--- src/logic/i3c_dxt_params.svh ---
/* Table sizes and AXI address map of the DAT/DCT access subsystem.
   Include wherever table indices or the window bit are needed. */
`ifndef I3C_DXT_PARAMS_SVH
`define I3C_DXT_PARAMS_SVH

// DAT index width, 128 entries of 64 bits
`define DXT_DAT_AW 7

// DCT index width, 128 entries of 128 bits
`define DXT_DCT_AW 7

// Byte address width of the AXI4-Lite window
`define DXT_AXI_AW 13

// Address bit that picks the table, 0 for DAT and 1 for DCT
`define DXT_WIN_BIT 12

`endif

--- src/logic/i3c_dxt_pkg.sv ---
/* Shared vector types and the AXI port state encoding.
   Referenced by scoped name from the RTL of the table subsystem. */
`default_nettype none

`include "i3c_dxt_params.svh"

package i3c_dxt_pkg;

  typedef logic [`DXT_AXI_AW-1:0] axi_addr_t;
  typedef logic [31:0]            csr_word_t;
  typedef logic [63:0]            dat_entry_t;
  typedef logic [127:0]           dct_entry_t;
  typedef logic [`DXT_DAT_AW-1:0] dat_index_t;
  typedef logic [`DXT_DCT_AW-1:0] dct_index_t;

  // AXI slave FSM
  typedef enum logic [2:0] {
    IDLE,
    WAIT_W,
    WAIT_AW,
    REQ,
    WAIT_ACK,
    RESP
  } port_state_e;

endpackage

`default_nettype wire

--- src/logic/dxt.sv ---
/* Access arbiter for the DAT and DCT RAMs.
   Controller accesses win; software words are deferred, merged and selected. */
`default_nettype none

`include "i3c_dxt_params.svh"

module dxt (
  input  wire logic                    clk_i,
  input  wire logic                    rst_ni,
  // Software requests
  input  wire logic                    dat_req_i,
  input  wire logic                    dct_req_i,
  input  wire logic                    req_is_wr_i,
  input  wire i3c_dxt_pkg::axi_addr_t  req_addr_i,
  input  wire i3c_dxt_pkg::csr_word_t  req_wdata_i,
  output logic                         dat_rd_ack_o,
  output logic                         dat_wr_ack_o,
  output i3c_dxt_pkg::csr_word_t       dat_rd_data_o,
  output logic                         dct_rd_ack_o,
  output logic                         dct_wr_ack_o,
  output i3c_dxt_pkg::csr_word_t       dct_rd_data_o,
  // Controller
  input  wire logic                    dat_hw_rd_i,
  input  wire i3c_dxt_pkg::dat_index_t dat_hw_idx_i,
  output i3c_dxt_pkg::dat_entry_t      dat_hw_rdata_o,
  input  wire logic                    dct_hw_rd_i,
  input  wire logic                    dct_hw_wr_i,
  input  wire i3c_dxt_pkg::dct_index_t dct_hw_idx_i,
  input  wire i3c_dxt_pkg::dct_entry_t dct_hw_wdata_i,
  output i3c_dxt_pkg::dct_entry_t      dct_hw_rdata_o,
  // DAT RAM
  output logic                         dat_ram_req_o,
  output logic                         dat_ram_we_o,
  output i3c_dxt_pkg::dat_index_t      dat_ram_addr_o,
  output i3c_dxt_pkg::dat_entry_t      dat_ram_wdata_o,
  output i3c_dxt_pkg::dat_entry_t      dat_ram_wmask_o,
  input  wire i3c_dxt_pkg::dat_entry_t dat_ram_rdata_i,
  // DCT RAM
  output logic                         dct_ram_req_o,
  output logic                         dct_ram_we_o,
  output i3c_dxt_pkg::dct_index_t      dct_ram_addr_o,
  output i3c_dxt_pkg::dct_entry_t      dct_ram_wdata_o,
  output i3c_dxt_pkg::dct_entry_t      dct_ram_wmask_o,
  input  wire i3c_dxt_pkg::dct_entry_t dct_ram_rdata_i
);

  i3c_dxt_pkg::dat_index_t dat_sw_idx;
  i3c_dxt_pkg::dct_index_t dct_sw_idx;
  logic                    dat_word;
  logic [1:0]              dct_word;
  logic                    dat_pend_q, dct_pend_q;
  logic                    dat_sw_issue, dct_sw_issue;
  logic                    dct_hw_busy;
  logic                    dat_rd_s1_q, dat_wr_s1_q;
  logic                    dct_rd_s1_q, dct_wr_s1_q;

  // Two words per DAT entry, four per DCT entry
  assign dat_sw_idx = req_addr_i[`DXT_DAT_AW+2:3];
  assign dat_word   = req_addr_i[2];
  assign dct_sw_idx = req_addr_i[`DXT_DCT_AW+3:4];
  assign dct_word   = req_addr_i[3:2];

  // Port is single, so any controller access pushes software back
  assign dct_hw_busy  = dct_hw_rd_i || dct_hw_wr_i;
  assign dat_sw_issue = (dat_req_i || dat_pend_q) && !dat_hw_rd_i;
  assign dct_sw_issue = (dct_req_i || dct_pend_q) && !dct_hw_busy;

  // DAT port
  assign dat_ram_req_o   = dat_hw_rd_i || dat_sw_issue;
  assign dat_ram_we_o    = dat_sw_issue && req_is_wr_i;
  assign dat_ram_addr_o  = dat_hw_rd_i ? dat_hw_idx_i : dat_sw_idx;
  assign dat_ram_wdata_o = {req_wdata_i, req_wdata_i};
  // Upper word sits at byte offset 4
  assign dat_ram_wmask_o = {{32{dat_word}}, {32{!dat_word}}};
  assign dat_hw_rdata_o  = dat_ram_rdata_i;

  // DCT port, software writes never reach the RAM
  assign dct_ram_req_o   = dct_hw_busy || (dct_sw_issue && !req_is_wr_i);
  assign dct_ram_we_o    = dct_hw_wr_i;
  assign dct_ram_addr_o  = dct_hw_busy ? dct_hw_idx_i : dct_sw_idx;
  assign dct_ram_wdata_o = dct_hw_wdata_i;
  assign dct_ram_wmask_o = '1;
  assign dct_hw_rdata_o  = dct_ram_rdata_i;

  always_ff @(posedge clk_i or negedge rst_ni) begin
    if (!rst_ni) begin
      dat_pend_q   <= 1'b0;
      dct_pend_q   <= 1'b0;
      dat_rd_s1_q  <= 1'b0;
      dat_wr_s1_q  <= 1'b0;
      dct_rd_s1_q  <= 1'b0;
      dct_wr_s1_q  <= 1'b0;
      dat_rd_ack_o <= 1'b0;
      dat_wr_ack_o <= 1'b0;
      dct_rd_ack_o <= 1'b0;
      dct_wr_ack_o <= 1'b0;
    end else begin
      // Held until a cycle free of controller traffic
      dat_pend_q   <= (dat_req_i || dat_pend_q) && dat_hw_rd_i;
      dct_pend_q   <= (dct_req_i || dct_pend_q) && dct_hw_busy;
      dat_rd_s1_q  <= dat_sw_issue && !req_is_wr_i;
      dat_wr_s1_q  <= dat_sw_issue && req_is_wr_i;
      dct_rd_s1_q  <= dct_sw_issue && !req_is_wr_i;
      // Acked anyway so the bus does not stall
      dct_wr_s1_q  <= dct_sw_issue && req_is_wr_i;
      dat_rd_ack_o <= dat_rd_s1_q;
      dat_wr_ack_o <= dat_wr_s1_q;
      dct_rd_ack_o <= dct_rd_s1_q;
      dct_wr_ack_o <= dct_wr_s1_q;
    end
  end

  // Word select from the RAM output, address is still held by the port
  always_ff @(posedge clk_i) begin
    if (dat_rd_s1_q) begin
      dat_rd_data_o <= dat_ram_rdata_i[{dat_word, 5'd0} +: 32];
    end
    if (dct_rd_s1_q) begin
      dct_rd_data_o <= dct_ram_rdata_i[{dct_word, 5'd0} +: 32];
    end
  end

  // A software DCT write leaves the RAM alone and is still acknowledged
  dct_sw_wr_acked: assert property (@(posedge clk_i) disable iff (!rst_ni)
    dct_sw_issue && req_is_wr_i |-> !dct_ram_we_o ##2 dct_wr_ack_o);

  // One transaction in flight, so read and write acks never meet
  acks_exclusive: assert property (@(posedge clk_i) disable iff (!rst_ni)
    !((dat_rd_ack_o || dct_rd_ack_o) && (dat_wr_ack_o || dct_wr_ack_o)));

endmodule

`default_nettype wire

--- config.mk ---
export PLATFORM = sky130hd
export DESIGN_NAME = dxt
export DESIGN_NICKNAME = d
export VERILOG_FILES = /design/src/logic/i3c_dxt_pkg.sv /design/src/logic/dxt.sv
export VERILOG_INCLUDE_DIRS = /design/src /design/src/logic
export SDC_FILE = /design/constraint.sdc
export NUM_CORES = 1
export LEC_CHECK = 0
export ABC_AREA = 1
export BUFFER_PORTS_ARGS = -buffer_cell sky130_fd_sc_hd__buf_2
export CORE_AREA = 2 2 404 406
export DETAILED_ROUTE_END_ITERATION = 12
export DIE_AREA = 0 0 406 408
export GPL_ROUTABILITY_DRIVEN = 0
export PLACE_DENSITY_LB_ADDON = 0.08
export SLEW_MARGIN = 20
export SYNTH_ARGS = -nofsm -noshare
export SYNTH_HDL_FRONTEND = slang
export SYNTH_SLANG_ARGS = --single-unit
--- constraint.sdc ---
create_clock -name clk_i -period 2 [get_ports clk_i]
set_clock_uncertainty 0.2 [all_clocks]
set_input_delay 0.3 -clock clk_i [delete_from_list [all_inputs] [get_ports clk_i]]
set_output_delay 0.3 -clock clk_i [all_outputs]
set_load 0.01 [all_outputs]
== After elaboration in Yosys (flattened, before gate mapping) ==
Cells that the tools add are included.
Word-level totals
  bits in registers: 74
  bits of input ports: 387
  output and inout port bits: 662
  logic and storage cells: 33
Cells by class
  shift-type cells: 2
  multiplexer cells: 2
  reduce and logical (&&, ||, !) cells: 17
Operators by type and width (count)
  $shiftx 128x8->32: 1
  $shiftx 64x7->32: 1
  $mux 7: 2
  $logic_and 1x1->1: 8
  $logic_or 1x1->1: 5
  $logic_not 1->1: 4

== Longest topological paths before layout ==
  word-level depth: 5
  mapped depth: 6
  mapped depth without buffers: 4

== Worst setup path after synthesis ==
Ideal clock, no wire load.
  kind: register -> register
  start point: register dat_rd_s1_q
  end point: register dat_rd_data_o[0], enable pin
  library setup time: 389 ps
  data arrival time: 949 ps
  data required time: 1411 ps
  setup slack: 462 ps
  stages on the path, launching flop included: 1
  buffers on the path: 0
  clock period less this slack: 1538 ps
  cells stage by stage: dfrtp_1
RTL lines
  start, declared: RTL line dxt.sv:54  | logic dat_rd_s1_q, dat_wr_s1_q;
  start signal, assigned: RTL line dxt.sv:101  | dat_rd_s1_q <= dat_sw_issue && !req_is_wr_i;
  end signal, assigned: RTL line dxt.sv:116  | dat_rd_data_o <= dat_ram_rdata_i[{dat_word, 5'd0} +: 32];
  end, declared: RTL line dxt.sv:18  | output i3c_dxt_pkg::csr_word_t dat_rd_data_o,
No word-level cell between the ends.

== Worst setup path in the final report ==
  start point: input dct_ram_rdata_i[3]
  end point: output dct_hw_rdata_o[3]
RTL lines
  start, declared: RTL line dxt.sv:44  | input wire i3c_dxt_pkg::dct_entry_t dct_ram_rdata_i
  end, declared: RTL line dxt.sv:30  | output i3c_dxt_pkg::dct_entry_t dct_hw_rdata_o,
No word-level cell between the ends.

==> flow_metrics.env <==
export IMPL_rr_endpoint="dat_rd_s1_q"
export IMPL_die_w_um=406
export IMPL_p_int_mw=3.35
export IMPL_drt_iter0_markers=249
export IMPL_timing_setup_tns_ps=0
export IMPL_cts_root_buffer="clkbuf_16"
export IMPL_cts_htree_levels=3
export IMPL_synth_edf_count=64
export IMPL_crit_path_end="dct_hw_rdata_o[3]"
export IMPL_postSynthCellCount=1185
export IMPL_synth_top_area_share_pct=49.8
export IMPL_core_area_mm2=0.162
export IMPL_fin_crit_sh_pct=94.5
export IMPL_largestRegisters="dat_rd_data_o: 32 flops, dct_rd_data_o: 32 flops"
export IMPL_crit_chain="dlygate4sd3_1 > buf_2 > buf_2"
export IMPL_cts_buffers=9
export IMPL_routed_wl_um=56500
export IMPL_setup_violations=0
export IMPL_cp_common_cell="buf_2"
export IMPL_cts_setup_buffers=0
export IMPL_swShare_pct=38.0
export IMPL_vias_per_cell=2.01
export IMPL_powerDensity_mw_per_mm2=471
export IMPL_arrival_ps=1390
export IMPL_nets=1757
export IMPL_overflow=0
export IMPL_synth_distinct_cells=16
export IMPL_clk_pin_slew_ps=60
export IMPL_reg2reg_from="dat_pend_q"
export IMPL_slowest_stage="dlygate4sd3_1"
export IMPL_p_leak_nw=5.61
export IMPL_switchingPower_mw=2.05
export IMPL_crit_type="in -> out"
export IMPL_cp_start_kind="input pin"
export IMPL_place_port_buffers=564
export IMPL_grt_pass1_wl_um=70600
export IMPL_async_reset_ff_share_pct=13.5
export IMPL_setup_slack_ps=110
export IMPL_crit_path_end_kind="primary output"
export IMPL_setup_worst_path_start="dct_ram_rdata_i[3]"
export IMPL_final_layout_size_suffix_gt1_share_pct=44.5
export IMPL_hold_class="in -> reg"
export IMPL_synth_warnings=0
export IMPL_syn2layout_area_growth_pct=31.8
export IMPL_ios=1049
export IMPL_power_frac_comb_pct=32.9
export IMPL_cp_max_fo=2
export IMPL_grt_total_usage_pct=6.55
export IMPL_max_freq_ghz=0.529
export IMPL_clock_path_buffers=2
export IMPL_grt_setup_unrepaired="no"
export IMPL_place_hpwl_um=50500
export IMPL_clockPowerShare_pct=34.2
export IMPL_synth_commonest_cells="buf_4, nand2_1, inv_1"
export IMPL_antenna_found_initial=19
export IMPL_clock_latency_ps=420
export IMPL_ant_nets=0
export IMPL_cts_tree="yes"
export IMPL_grt_max_degree=55
export IMPL_dieHeight_um=408
export IMPL_status="finished, final reports clean"
export IMPL_start_util_pct=5.39
export IMPL_r2r_setup_slack_ps=510
export IMPL_slew_viol_final=0
export IMPL_synth_top_area_cell="buf_4"
export IMPL_drc=0
export IMPL_totalPowerFinal_mw=5.40
export IMPL_rows=148
export IMPL_seqPwrFrac_pct=32.9
export IMPL_crit_required_ps=1500
export IMPL_fin_crit_ps=1890
export IMPL_hold_viol=0
export IMPL_synth_most_common_cell="buf_4"
export IMPL_cp_slowest_stage_delay_ps=590
export IMPL_seq_area_frac_synth_pct=24.9
export IMPL_die_area_mm2=0.166
export IMPL_syn_area_per_cell_um2=7.35
export IMPL_netlist_area_mm2=0.00871
export IMPL_synth_area_leaders="buf_4, edfxtp_1, nand2_1"
export IMPL_ys_ff_latch=74
export IMPL_cts_sinks=74
export IMPL_vdd_drop_max_v=0.000397
export IMPL_place_worst_setup_slack_ps=182
export IMPL_vias=7153
export IMPL_synth_ff_type="edfxtp_1"
export IMPL_first_pass_iters=4
export IMPL_grt_pass1_vias=7248
export IMPL_reg2reg_depth=3
export IMPL_wl_per_cell_um=15.9
export IMPL_max_cap_violations=0
how the worst min path moves through the flow:
stage | from | end | slack (ps) | cells past startpoint
6_report | dat_ram_rdata_i[36] | dat_rd_data_o[4] | 60 | 3
5_1_grt | dat_ram_rdata_i[11] | dat_rd_data_o[11] | 50 | 3
4_1_cts | dct_ram_rdata_i[8] | dct_rd_data_o[8] | 2 | 5
3_5_place_dp | rst_ni | dat_rd_ack_o | -20 | 1
3_3_place_gp | rst_ni | dat_rd_ack_o | -7 | 1
2_1_floorplan | rst_ni | dat_pend_q | -200 | 0
metrics by stage:
step                hold WS (ps)  cell area [um2]  utilization [%]  instances
finish                      63.5            11500             7.10       3555
global route                47.9            11500             7.10       3551
CTS                         1.99            11500             7.09       3550
detailed placement         -16.9            10500             6.51       3470
global placement           -6.81            10500             6.51       3470
floorplan                   -196             9190                -       1312
per-layer routing:
metal	share of wire (%)	up-vias	track usage, %	wire length [um]
met4	3.8	0	2.78	2160
met5	0	-	0	0
met2	48	631	11.3	27300
li1	-	3225	-	-
met3	12	102	3.22	6840
met1	36	3195	6.64	20200
critical path, delay by kind of cell:
kind / cells / cell delay [ps]
buf+inv: 3 / 1070
cells in the final DEF, fill, tap and decap left out, types with 5 or more instances in the layout:
master	n
buf_12	11
buf_2	563
buf_4	13
clkbuf_16	10
conb_1	128
dfrtp_1	8
diode_2	5
dlygate4sd3_1	64
edfxtp_1	64
inv_1	130
nand2_1	290
nand3_1	64
nor2_1	5
o21ai_0	9
kinds of logic (layout without fill, tap and decap cells):
family / count (synthesis) / count (layout) / synth area share [%]
other: 1 / 133 / 0.0431
AND/OR/NAND/NOR: 363 / 363 / 16.6
buffers and inverters: 737 / 800 / 57.8
flip-flops: 74 / 74 / 24.9
AO/OA/AOI/OAI: 10 / 10 / 0.618
repair_timing:
item                                    4_1_cts  5_1_grt
resized for setup                             0        2
hold buffers                                 64        0
endpoints found under the setup margin        0        2
endpoints found under the hold margin        47        0
final cells by class:
type	count	area, um2
diodes	5	12.5
clock buffers	10	250
clock inverters	6	46.3
fillers	19200	150000
inverters	132	500
multi-input cells	501	1990
flip-flops and latches	74	2170
well taps	2175	2720
repair buffers	652	3790
power groups by stage:
stage | Combinational, mW | Clock, mW | Sequential [mW]
final | 1.78 | 1.85 | 1.78
after global routing | 1.99 | 2.09 | 1.79
after CTS | 1.85 | 2.08 | 1.78
after detailed placement | 1.72 | 0 | 1.82
after global placement | 1.75 | 0 | 1.82
after floorplan | 1.56 | 0 | 1.85
No activity file was read; power rests on OpenSTA's default activity.
