$ cat config.mk
export PLATFORM = sky130hd
export DESIGN_NAME = axil_table_port
export DESIGN_NICKNAME = d
export VERILOG_FILES = /design/src/logic/i3c_dxt_pkg.sv /design/src/logic/axil_table_port.sv
export VERILOG_INCLUDE_DIRS = /design/src /design/src/logic
export SDC_FILE = /design/constraint.sdc
export NUM_CORES = 1
export LEC_CHECK = 0
export ABC_AREA = 1
export ABC_CLOCK_PERIOD_IN_PS = 6400
export BUFFER_PORTS_ARGS = -buffer_cell sky130_fd_sc_hd__buf_4
export CORE_MARGIN = 2
export CORE_UTILIZATION = 45
export DETAILED_ROUTE_END_ITERATION = 7
export PLACE_DENSITY = 0.85
export SLEW_MARGIN = 40
export SYNTH_ARGS = -nofsm -noshare
export SYNTH_HDL_FRONTEND = slang
export SYNTH_SLANG_ARGS = --single-unit
$ cat constraint.sdc
create_clock -name clk_i -period 6.4 [get_ports clk_i]
set_input_delay 1.28 -clock clk_i [delete_from_list [all_inputs] [get_ports clk_i]]
set_output_delay 1.28 -clock clk_i [all_outputs]
set_load 0.02 [all_outputs]
$ cat src/logic/i3c_dxt_params.svh
/* Table sizes and AXI address map of the DAT/DCT access subsystem.
   Include wherever table indices or the window bit are needed. */
`ifndef I3C_DXT_PARAMS_SVH
`define I3C_DXT_PARAMS_SVH

// DAT index width, 128 entries of 64 bits
`define DXT_DAT_AW 7

// DCT index width, 128 entries of 128 bits
`define DXT_DCT_AW 7

// Byte address width of the AXI4-Lite window
`define DXT_AXI_AW 13

// Address bit that picks the table, 0 for DAT and 1 for DCT
`define DXT_WIN_BIT 12

`endif

$ cat src/logic/i3c_dxt_pkg.sv
/* Shared vector types and the AXI port state encoding.
   Referenced by scoped name from the RTL of the table subsystem. */
`default_nettype none

`include "i3c_dxt_params.svh"

package i3c_dxt_pkg;

  typedef logic [`DXT_AXI_AW-1:0] axi_addr_t;
  typedef logic [31:0]            csr_word_t;
  typedef logic [63:0]            dat_entry_t;
  typedef logic [127:0]           dct_entry_t;
  typedef logic [`DXT_DAT_AW-1:0] dat_index_t;
  typedef logic [`DXT_DCT_AW-1:0] dct_index_t;

  // AXI slave FSM
  typedef enum logic [2:0] {
    IDLE,
    WAIT_W,
    WAIT_AW,
    REQ,
    WAIT_ACK,
    RESP
  } port_state_e;

endpackage

`default_nettype wire

$ cat src/logic/axil_table_port.sv
/* AXI4-Lite slave for the table window, one transaction at a time.
   Turns each access into a DAT or DCT request and answers after the ack. */
`default_nettype none

`include "i3c_dxt_params.svh"

module axil_table_port (
  input  wire logic                   clk_i,
  input  wire logic                   rst_ni,
  // AXI4-Lite slave
  input  wire logic                   s_awvalid_i,
  output logic                        s_awready_o,
  input  wire i3c_dxt_pkg::axi_addr_t s_awaddr_i,
  input  wire logic                   s_wvalid_i,
  output logic                        s_wready_o,
  input  wire i3c_dxt_pkg::csr_word_t s_wdata_i,
  input  wire logic [3:0]             s_wstrb_i,
  output logic                        s_bvalid_o,
  input  wire logic                   s_bready_i,
  output logic [1:0]                  s_bresp_o,
  input  wire logic                   s_arvalid_i,
  output logic                        s_arready_o,
  input  wire i3c_dxt_pkg::axi_addr_t s_araddr_i,
  output logic                        s_rvalid_o,
  input  wire logic                   s_rready_i,
  output i3c_dxt_pkg::csr_word_t      s_rdata_o,
  output logic [1:0]                  s_rresp_o,
  // Table requests
  output logic                        dat_req_o,
  output logic                        dct_req_o,
  output logic                        req_is_wr_o,
  output i3c_dxt_pkg::axi_addr_t      req_addr_o,
  output i3c_dxt_pkg::csr_word_t      req_wdata_o,
  input  wire logic                   dat_rd_ack_i,
  input  wire logic                   dat_wr_ack_i,
  input  wire i3c_dxt_pkg::csr_word_t dat_rd_data_i,
  input  wire logic                   dct_rd_ack_i,
  input  wire logic                   dct_wr_ack_i,
  input  wire i3c_dxt_pkg::csr_word_t dct_rd_data_i
);

  i3c_dxt_pkg::port_state_e state_q, state_d;
  i3c_dxt_pkg::axi_addr_t   addr_q;
  i3c_dxt_pkg::csr_word_t   wdata_q;
  i3c_dxt_pkg::csr_word_t   rdata_q;
  logic                     is_wr_q;
  logic                     is_dct;
  logic                     aw_hs, w_hs, ar_hs;
  logic                     ack;

  assign is_dct = addr_q[`DXT_WIN_BIT];

  // A pending read keeps the write channels closed, so reads win ties
  assign s_arready_o = (state_q == i3c_dxt_pkg::IDLE);
  assign s_awready_o = (state_q == i3c_dxt_pkg::IDLE && !s_arvalid_i) ||
                       (state_q == i3c_dxt_pkg::WAIT_AW);
  assign s_wready_o  = (state_q == i3c_dxt_pkg::IDLE && !s_arvalid_i) ||
                       (state_q == i3c_dxt_pkg::WAIT_W);

  assign aw_hs = s_awvalid_i && s_awready_o;
  assign w_hs  = s_wvalid_i && s_wready_o;
  assign ar_hs = s_arvalid_i && s_arready_o;

  // Ack of the table that was addressed
  assign ack = is_dct ? (is_wr_q ? dct_wr_ack_i : dct_rd_ack_i)
                      : (is_wr_q ? dat_wr_ack_i : dat_rd_ack_i);

  always_comb begin
    state_d = state_q;
    case (state_q)
      i3c_dxt_pkg::IDLE: begin
        if (ar_hs || (aw_hs && w_hs)) begin
          state_d = i3c_dxt_pkg::REQ;
        end else if (aw_hs) begin
          state_d = i3c_dxt_pkg::WAIT_W;
        end else if (w_hs) begin
          state_d = i3c_dxt_pkg::WAIT_AW;
        end
      end
      i3c_dxt_pkg::WAIT_W:   if (w_hs) state_d = i3c_dxt_pkg::REQ;
      i3c_dxt_pkg::WAIT_AW:  if (aw_hs) state_d = i3c_dxt_pkg::REQ;
      i3c_dxt_pkg::REQ:      state_d = i3c_dxt_pkg::WAIT_ACK;
      i3c_dxt_pkg::WAIT_ACK: if (ack) state_d = i3c_dxt_pkg::RESP;
      i3c_dxt_pkg::RESP: begin
        if (is_wr_q ? s_bready_i : s_rready_i) begin
          state_d = i3c_dxt_pkg::IDLE;
        end
      end
      default: state_d = i3c_dxt_pkg::IDLE;
    endcase
  end

  always_ff @(posedge clk_i or negedge rst_ni) begin
    if (!rst_ni) begin
      state_q <= i3c_dxt_pkg::IDLE;
      is_wr_q <= 1'b0;
    end else begin
      state_q <= state_d;
      if (ar_hs) begin
        is_wr_q <= 1'b0;
      end else if (aw_hs) begin
        is_wr_q <= 1'b1;
      end
    end
  end

  // Captured payload, WSTRB is not used since writes are full words
  always_ff @(posedge clk_i) begin
    if (ar_hs) begin
      addr_q <= s_araddr_i;
    end else if (aw_hs) begin
      addr_q <= s_awaddr_i;
    end
    if (w_hs) begin
      wdata_q <= s_wdata_i;
    end
    if (state_q == i3c_dxt_pkg::WAIT_ACK && ack) begin
      rdata_q <= is_dct ? dct_rd_data_i : dat_rd_data_i;
    end
  end

  assign dat_req_o   = (state_q == i3c_dxt_pkg::REQ) && !is_dct;
  assign dct_req_o   = (state_q == i3c_dxt_pkg::REQ) && is_dct;
  assign req_is_wr_o = is_wr_q;
  assign req_addr_o  = addr_q;
  assign req_wdata_o = wdata_q;

  assign s_bvalid_o = (state_q == i3c_dxt_pkg::RESP) && is_wr_q;
  assign s_rvalid_o = (state_q == i3c_dxt_pkg::RESP) && !is_wr_q;
  // DCT is read-only from the bus side
  assign s_bresp_o  = is_dct ? 2'b10 : 2'b00;
  assign s_rresp_o  = 2'b00;
  assign s_rdata_o  = rdata_q;

  // Table acks only come back for the request in flight
  ack_only_when_waiting: assert property (@(posedge clk_i) disable iff (!rst_ni)
    (dat_rd_ack_i || dat_wr_ack_i || dct_rd_ack_i || dct_wr_ack_i)
      |-> state_q == i3c_dxt_pkg::WAIT_ACK);

endmodule

`default_nettype wire

# Word-level counts from Yosys, hierarchy flattened
# Index checks and enable logic that the tools add are counted.
# totals
regBits	81
output_inout_bits	89
# op_classes
n_eq_ne	10
n_mux	18
n_reduce_logical	19
# op_table
operator	count
$mux W32	1
$mux W13	2
$mux W3	7
$pmux W3 S6	1
$logic_and A1 B1 Y1	10
$ne A2 B2 Y1 const B	4
$eq A3 B2 Y1 const B	2
$eq A3 B3 Y1 const B	2
$mux W1	6
$reduce_and A5 Y1	1
$ne A4 B1 Y1 const B	1
$eq A3 B1 Y1 const B	1
$logic_not A1 Y1	3
$logic_not A3 Y1	1
$logic_or A1 B1 Y1	3
$mux W2	1
$reduce_bool A2 Y1	1

# Depth between registers and ports, before layout
# depth
word_depth	8
mapped_depth	11

# Least setup slack after synthesis
# Ideal clock, no wire load.
# synth_path
kind	input-to-reg
start	input port dct_wr_ack_i
end	register rdata_q[0] (netlist: s_rdata_o[0]), enable pin
setup_ns	0.421
arrival_ns	2.842
required_ns	5.979
setup_slack_ns	3.137
path_stages	4
n_path_buf	0
cell_sequence	nand2_1 > nand3_1 > nand2_1 > nor2_1
# synth_between
elab_chain_cells	3
# synth_lines
item	line	source
start: declaration	axil_table_port.sv:38	input wire logic dct_wr_ack_i,
$mux W1 (2 in a row)	axil_table_port.sv:65	assign ack = is_dct ? (is_wr_q ? dct_wr_ack_i : dct_rd_ack_i)
$logic_and A1 B1 Y1	axil_table_port.sv:117	if (state_q == i3c_dxt_pkg::WAIT_ACK && ack) begin
end signal: assignment	axil_table_port.sv:118	rdata_q <= is_dct ? dct_rd_data_i : dat_rd_data_i;
end: declaration	axil_table_port.sv:45	i3c_dxt_pkg::csr_word_t rdata_q;
# Every way passes these cells.
# A chain may end at the register's enable or synchronous reset.

# Final worst setup path
# layout_path
start	input port s_arvalid_i
end	output port s_wready_o
# layout_between
elab_chain_cells	3
# layout_lines
item	line	source
start: declaration	axil_table_port.sv:21	input wire logic s_arvalid_i,
$logic_not A1 Y1	axil_table_port.sv:57	assign s_wready_o = (state_q == i3c_dxt_pkg::IDLE && !s_arvalid_i) ||
$logic_and A1 B1 Y1	axil_table_port.sv:57	
$logic_or A1 B1 Y1	axil_table_port.sv:57	
end: declaration	axil_table_port.sv:15	output logic s_wready_o,
# Every way passes these cells.

==> flow_metrics.tcl <==
set metrics [dict create \
    dp.final_hpwl_microns 7390 \
    grt_first_pass_wirelength_microns 14500 \
    timing_max_transition_violations_final 0 \
    number_of_hold_buffers_added_after_cts 0 \
    grt_setup_unrepaired "false" \
    stdcell_count 631 \
    critPathCapture "s_wready_o" \
    ys.flop_type "sky130_fd_sc_hd__edfxtp_1" \
    place_area_sq_um 5130 \
    power.internal_mw 1.17 \
    numCtsBuffers 9 \
    cts_tree "built" \
    num-nets-final 664 \
    slowest_stage "sky130_fd_sc_hd__buf_4" \
    largest_vdd_supply_drop_mv 0.234 \
    max_cap_violations 0 \
    p_clk_share_pct 19.9 \
    floorplan.die_area_sq_um 8410 \
    clock_tree.htree_level_count 3 \
    relSlewSlack_pct 56.3 \
    cts_root_buffer "sky130_fd_sc_hd__clkbuf_8" \
    finalWeightedCongestion 0.899 \
    pin_count 226 \
    cpPeakStageDelay_ns 0.14 \
    synth.top_cells.by_area "sky130_fd_sc_hd__edfxtp_1, sky130_fd_sc_hd__nand2_1, sky130_fd_sc_hd__dfrtp_1, sky130_fd_sc_hd__nand2_2, sky130_fd_sc_hd__inv_1" \
    fmax_mhz 321 \
    rr_startpoint "req_addr_o[12]" \
    num_vias 3009 \
    setup_violations 0 \
    final-seq-area_sq_um 2410 \
    effective_utilization_at_floorplan_pct 47.2 \
    antennaDiodeCount 0 \
    r2r_slack_ns 4.25 \
    postLayoutCellArea_sq_um 5320 \
    grt_start_max_net_pins 38 \
    placement_rows 31 \
    post_route_cells_drive_above_1_share_pct 49.8 \
    timing.critical_path.cells "buf_4 > inv_1 > nand3_1 > nand2_2 > buf_4" \
    firstDrtPassIters 4 \
    cp_common_cell "sky130_fd_sc_hd__buf_4" \
    outcome "complete, no violations" \
    synth.distinct_cells 29 \
    mappedNetlistArea_sq_um 3460 \
    avgViaCountPerCell 4.77 \
    finalWirelength_microns 9550 \
    number_of_logic_stages_on_the_critical_path_including_buffering 5 \
    antenna_found_initial 0 \
    drt.antenna.violating_nets 0 \
    finalCriticalPeriod_ns 3.11 \
    cts-root-to-sink-buffers 2 \
    timing.clock.skew_ns 0.00870 \
    n_fill_cell 500 \
    synth_commonest_cells "sky130_fd_sc_hd__nand2_1, sky130_fd_sc_hd__edfxtp_1, sky130_fd_sc_hd__inv_1, sky130_fd_sc_hd__nand2_2, sky130_fd_sc_hd__nor2_1" \
    path_buf_inv 3 \
    ys_async_sr_fraction_pct 4.94 \
    timing.critical_path.from_type "primary input" \
    port-buffer-count 218 \
    sequential_to_total_area_share_from_yosys_stat_pct 69.7 \
    final.setup.tns_ns 0 \
    timing.critical_path.to_type "output port" \
    floorplan.core_area_sq_um 7330 \
    synthesis.instances 310 \
    p_leak_nw 2.58 \
    detailedRoute.firstIterationViolations 75 \
    ys_ff_latch 81 \
    placed_cells_incl_taps 615 \
    combinational_cell_fraction_of_total_power_pct 37.5 \
    post_drt_wl_per_cell_microns 15.1 \
    worst_path_dominant_cell_family "buffers and inverters" \
    cts.reportedPaths.clkPinSlew_ns 0.08 \
    seq_power_share_pct 42.6 \
    detail_route.drc_violations 0 \
    grt_overflow 0 \
    clk_latency_ns 0.35 \
    yosysTopAreaCellShare_pct 66.8 \
    final_min_period_over_clock_period_pct 48.6 \
    worst-r2r-cell-count 6 \
    post_cts.repair.setup_buffers 0 \
    track_usage_pct 22.7 \
    first_global_vias 2916 \
    power.switching_fraction_pct 36.9 \
    hold_path.class "in -> async" \
    cts-resized-gates 0 \
    total_switching_power_uw 685 \
    multi_input_area_sq_um 856 \
    ys.warnings.count 0 \
    critPathArrivalTime_ns 1.83 \
    synthToLayoutAreaGrowth_pct 53.8 \
    syn-mean-instance-area_sq_um 11.2 \
    tightestPinTransition_ns 0.655 \
    worstSetupStartpoint "s_arvalid_i" \
    die_height_microns 91.7 \
    worstSetupPathType "in -> out" \
    yosysMostFrequentCell "sky130_fd_sc_hd__nand2_1" \
    cts_sinks 81 \
    hold_viol 0 \
    critical_path.max_fanout 3 \
    synth-edff-count 77 \
    floorplan.die.width_microns 91.7 \
    critical_path.reg2reg.endpoint "s_rdata_o[22]" \
    required_ns 5.12 \
    yosys.area.top_type "sky130_fd_sc_hd__edfxtp_1" \
    power_density_nw_per_um2 348 \
]
## power by group through the flow
stage,clock network (mW),logic (mW),registers (mW)
3_3_place_gp,0,0.675,0.797
6_report,0.370,0.695,0.790
2_1_floorplan,0,0.351,0.880
4_1_cts,0.377,0.700,0.790
3_5_place_dp,0,0.696,0.802
5_1_grt,0.394,0.757,0.801
## through the flow
stage                     setup slack [ns]  hold slack (ns)  util (%)  power, mW
after CTS                             3.28            0.698      72.6       1.87
after floorplan                       3.14            0.617         -       1.23
final                                 3.29            0.714      72.6       1.85
after detailed placement              3.28            0.734      70.0       1.50
after global routing                  3.19            0.700      72.6       1.95
after global placement                3.29            0.717      70.0       1.47
## kinds of logic (layout without fill, tap and decap cells)
group / count (synthesis) / after routing / share of synthesized area [%]
flip-flops: 81 / 81 / 69.7
AND/OR/NAND/NOR: 186 / 186 / 23.2
AO/OA/AOI/OAI: 6 / 6 / 1.12
buffers and inverters: 36 / 256 / 5.86
other: 1 / 3 / 0.108
## routing by layer
metal | vias to the layer above | global-route usage, % | share of wire, %
li1 | 1429 | - | -
met1 | 1376 | 23.6 | 34
met2 | 173 | 41.0 | 53
met3 | 31 | 7.31 | 9.4
met4 | 0 | 11.1 | 3.5
met5 | - | 0 | 0
## final cells by class
class / count / share of cell area (%)
Timing Repair Buffer: 220 / 31.0
Clock inverter: 6 / 1.27
Tap cell: 99 / 2.33
Multi-Input combinational cell: 195 / 16.1
Inverter: 20 / 1.60
Sequential cell: 81 / 45.3
Clock buffer: 10 / 2.40
## cells in the final DEF (no fill, tap or decap), types with 2 or more instances in the layout
cell type                    synthesis  final
sky130_fd_sc_hd__inv_2               3      4
sky130_fd_sc_hd__dfrtp_1             4      4
sky130_fd_sc_hd__nand2_2            13     13
sky130_fd_sc_hd__clkinvlp_4          0      2
sky130_fd_sc_hd__clkbuf_8            0      9
sky130_fd_sc_hd__inv_4               2      2
sky130_fd_sc_hd__conb_1              1      3
sky130_fd_sc_hd__buf_4               4    220
sky130_fd_sc_hd__nor2_2              2      3
sky130_fd_sc_hd__nand2_1           146    146
sky130_fd_sc_hd__nand4_1             3      3
sky130_fd_sc_hd__nor2_1             10      9
sky130_fd_sc_hd__nand2_4             2      2
sky130_fd_sc_hd__edfxtp_1           77     77
sky130_fd_sc_hd__inv_6               1      2
sky130_fd_sc_hd__nor2_4              2      2
sky130_fd_sc_hd__nand3_1             6      6
sky130_fd_sc_hd__inv_1              13     12
## worst register-to-register path: stages, from the launching register on
cell and delay, ns:
sky130_fd_sc_hd__edfxtp_1 0.33, sky130_fd_sc_hd__buf_4 0.36, sky130_fd_sc_hd__inv_2 0.35, sky130_fd_sc_hd__nand3_1 0.18
sky130_fd_sc_hd__nand2_1 0.12, sky130_fd_sc_hd__nor2_2 0.10, sky130_fd_sc_hd__buf_4 0.37
## state kept, by name, indices dropped and copies added (netlist names)
name         count
req_addr_o      13
state_q          3
s_rdata_o       32
req_wdata_o     32
req_is_wr_o      1
## worst min path at each step
stage,depth (start not counted),to,slack (ns),from
6_report,1,state_q[0],0.71,rst_ni
5_1_grt,1,state_q[1],0.70,rst_ni
4_1_cts,1,state_q[1],0.70,rst_ni
3_5_place_dp,2,req_is_wr_o,0.73,req_is_wr_o
3_3_place_gp,2,state_q[1],0.72,state_q[1]
2_1_floorplan,3,state_q[0],0.62,state_q[0]
Power figures use the tool's default switching activity.
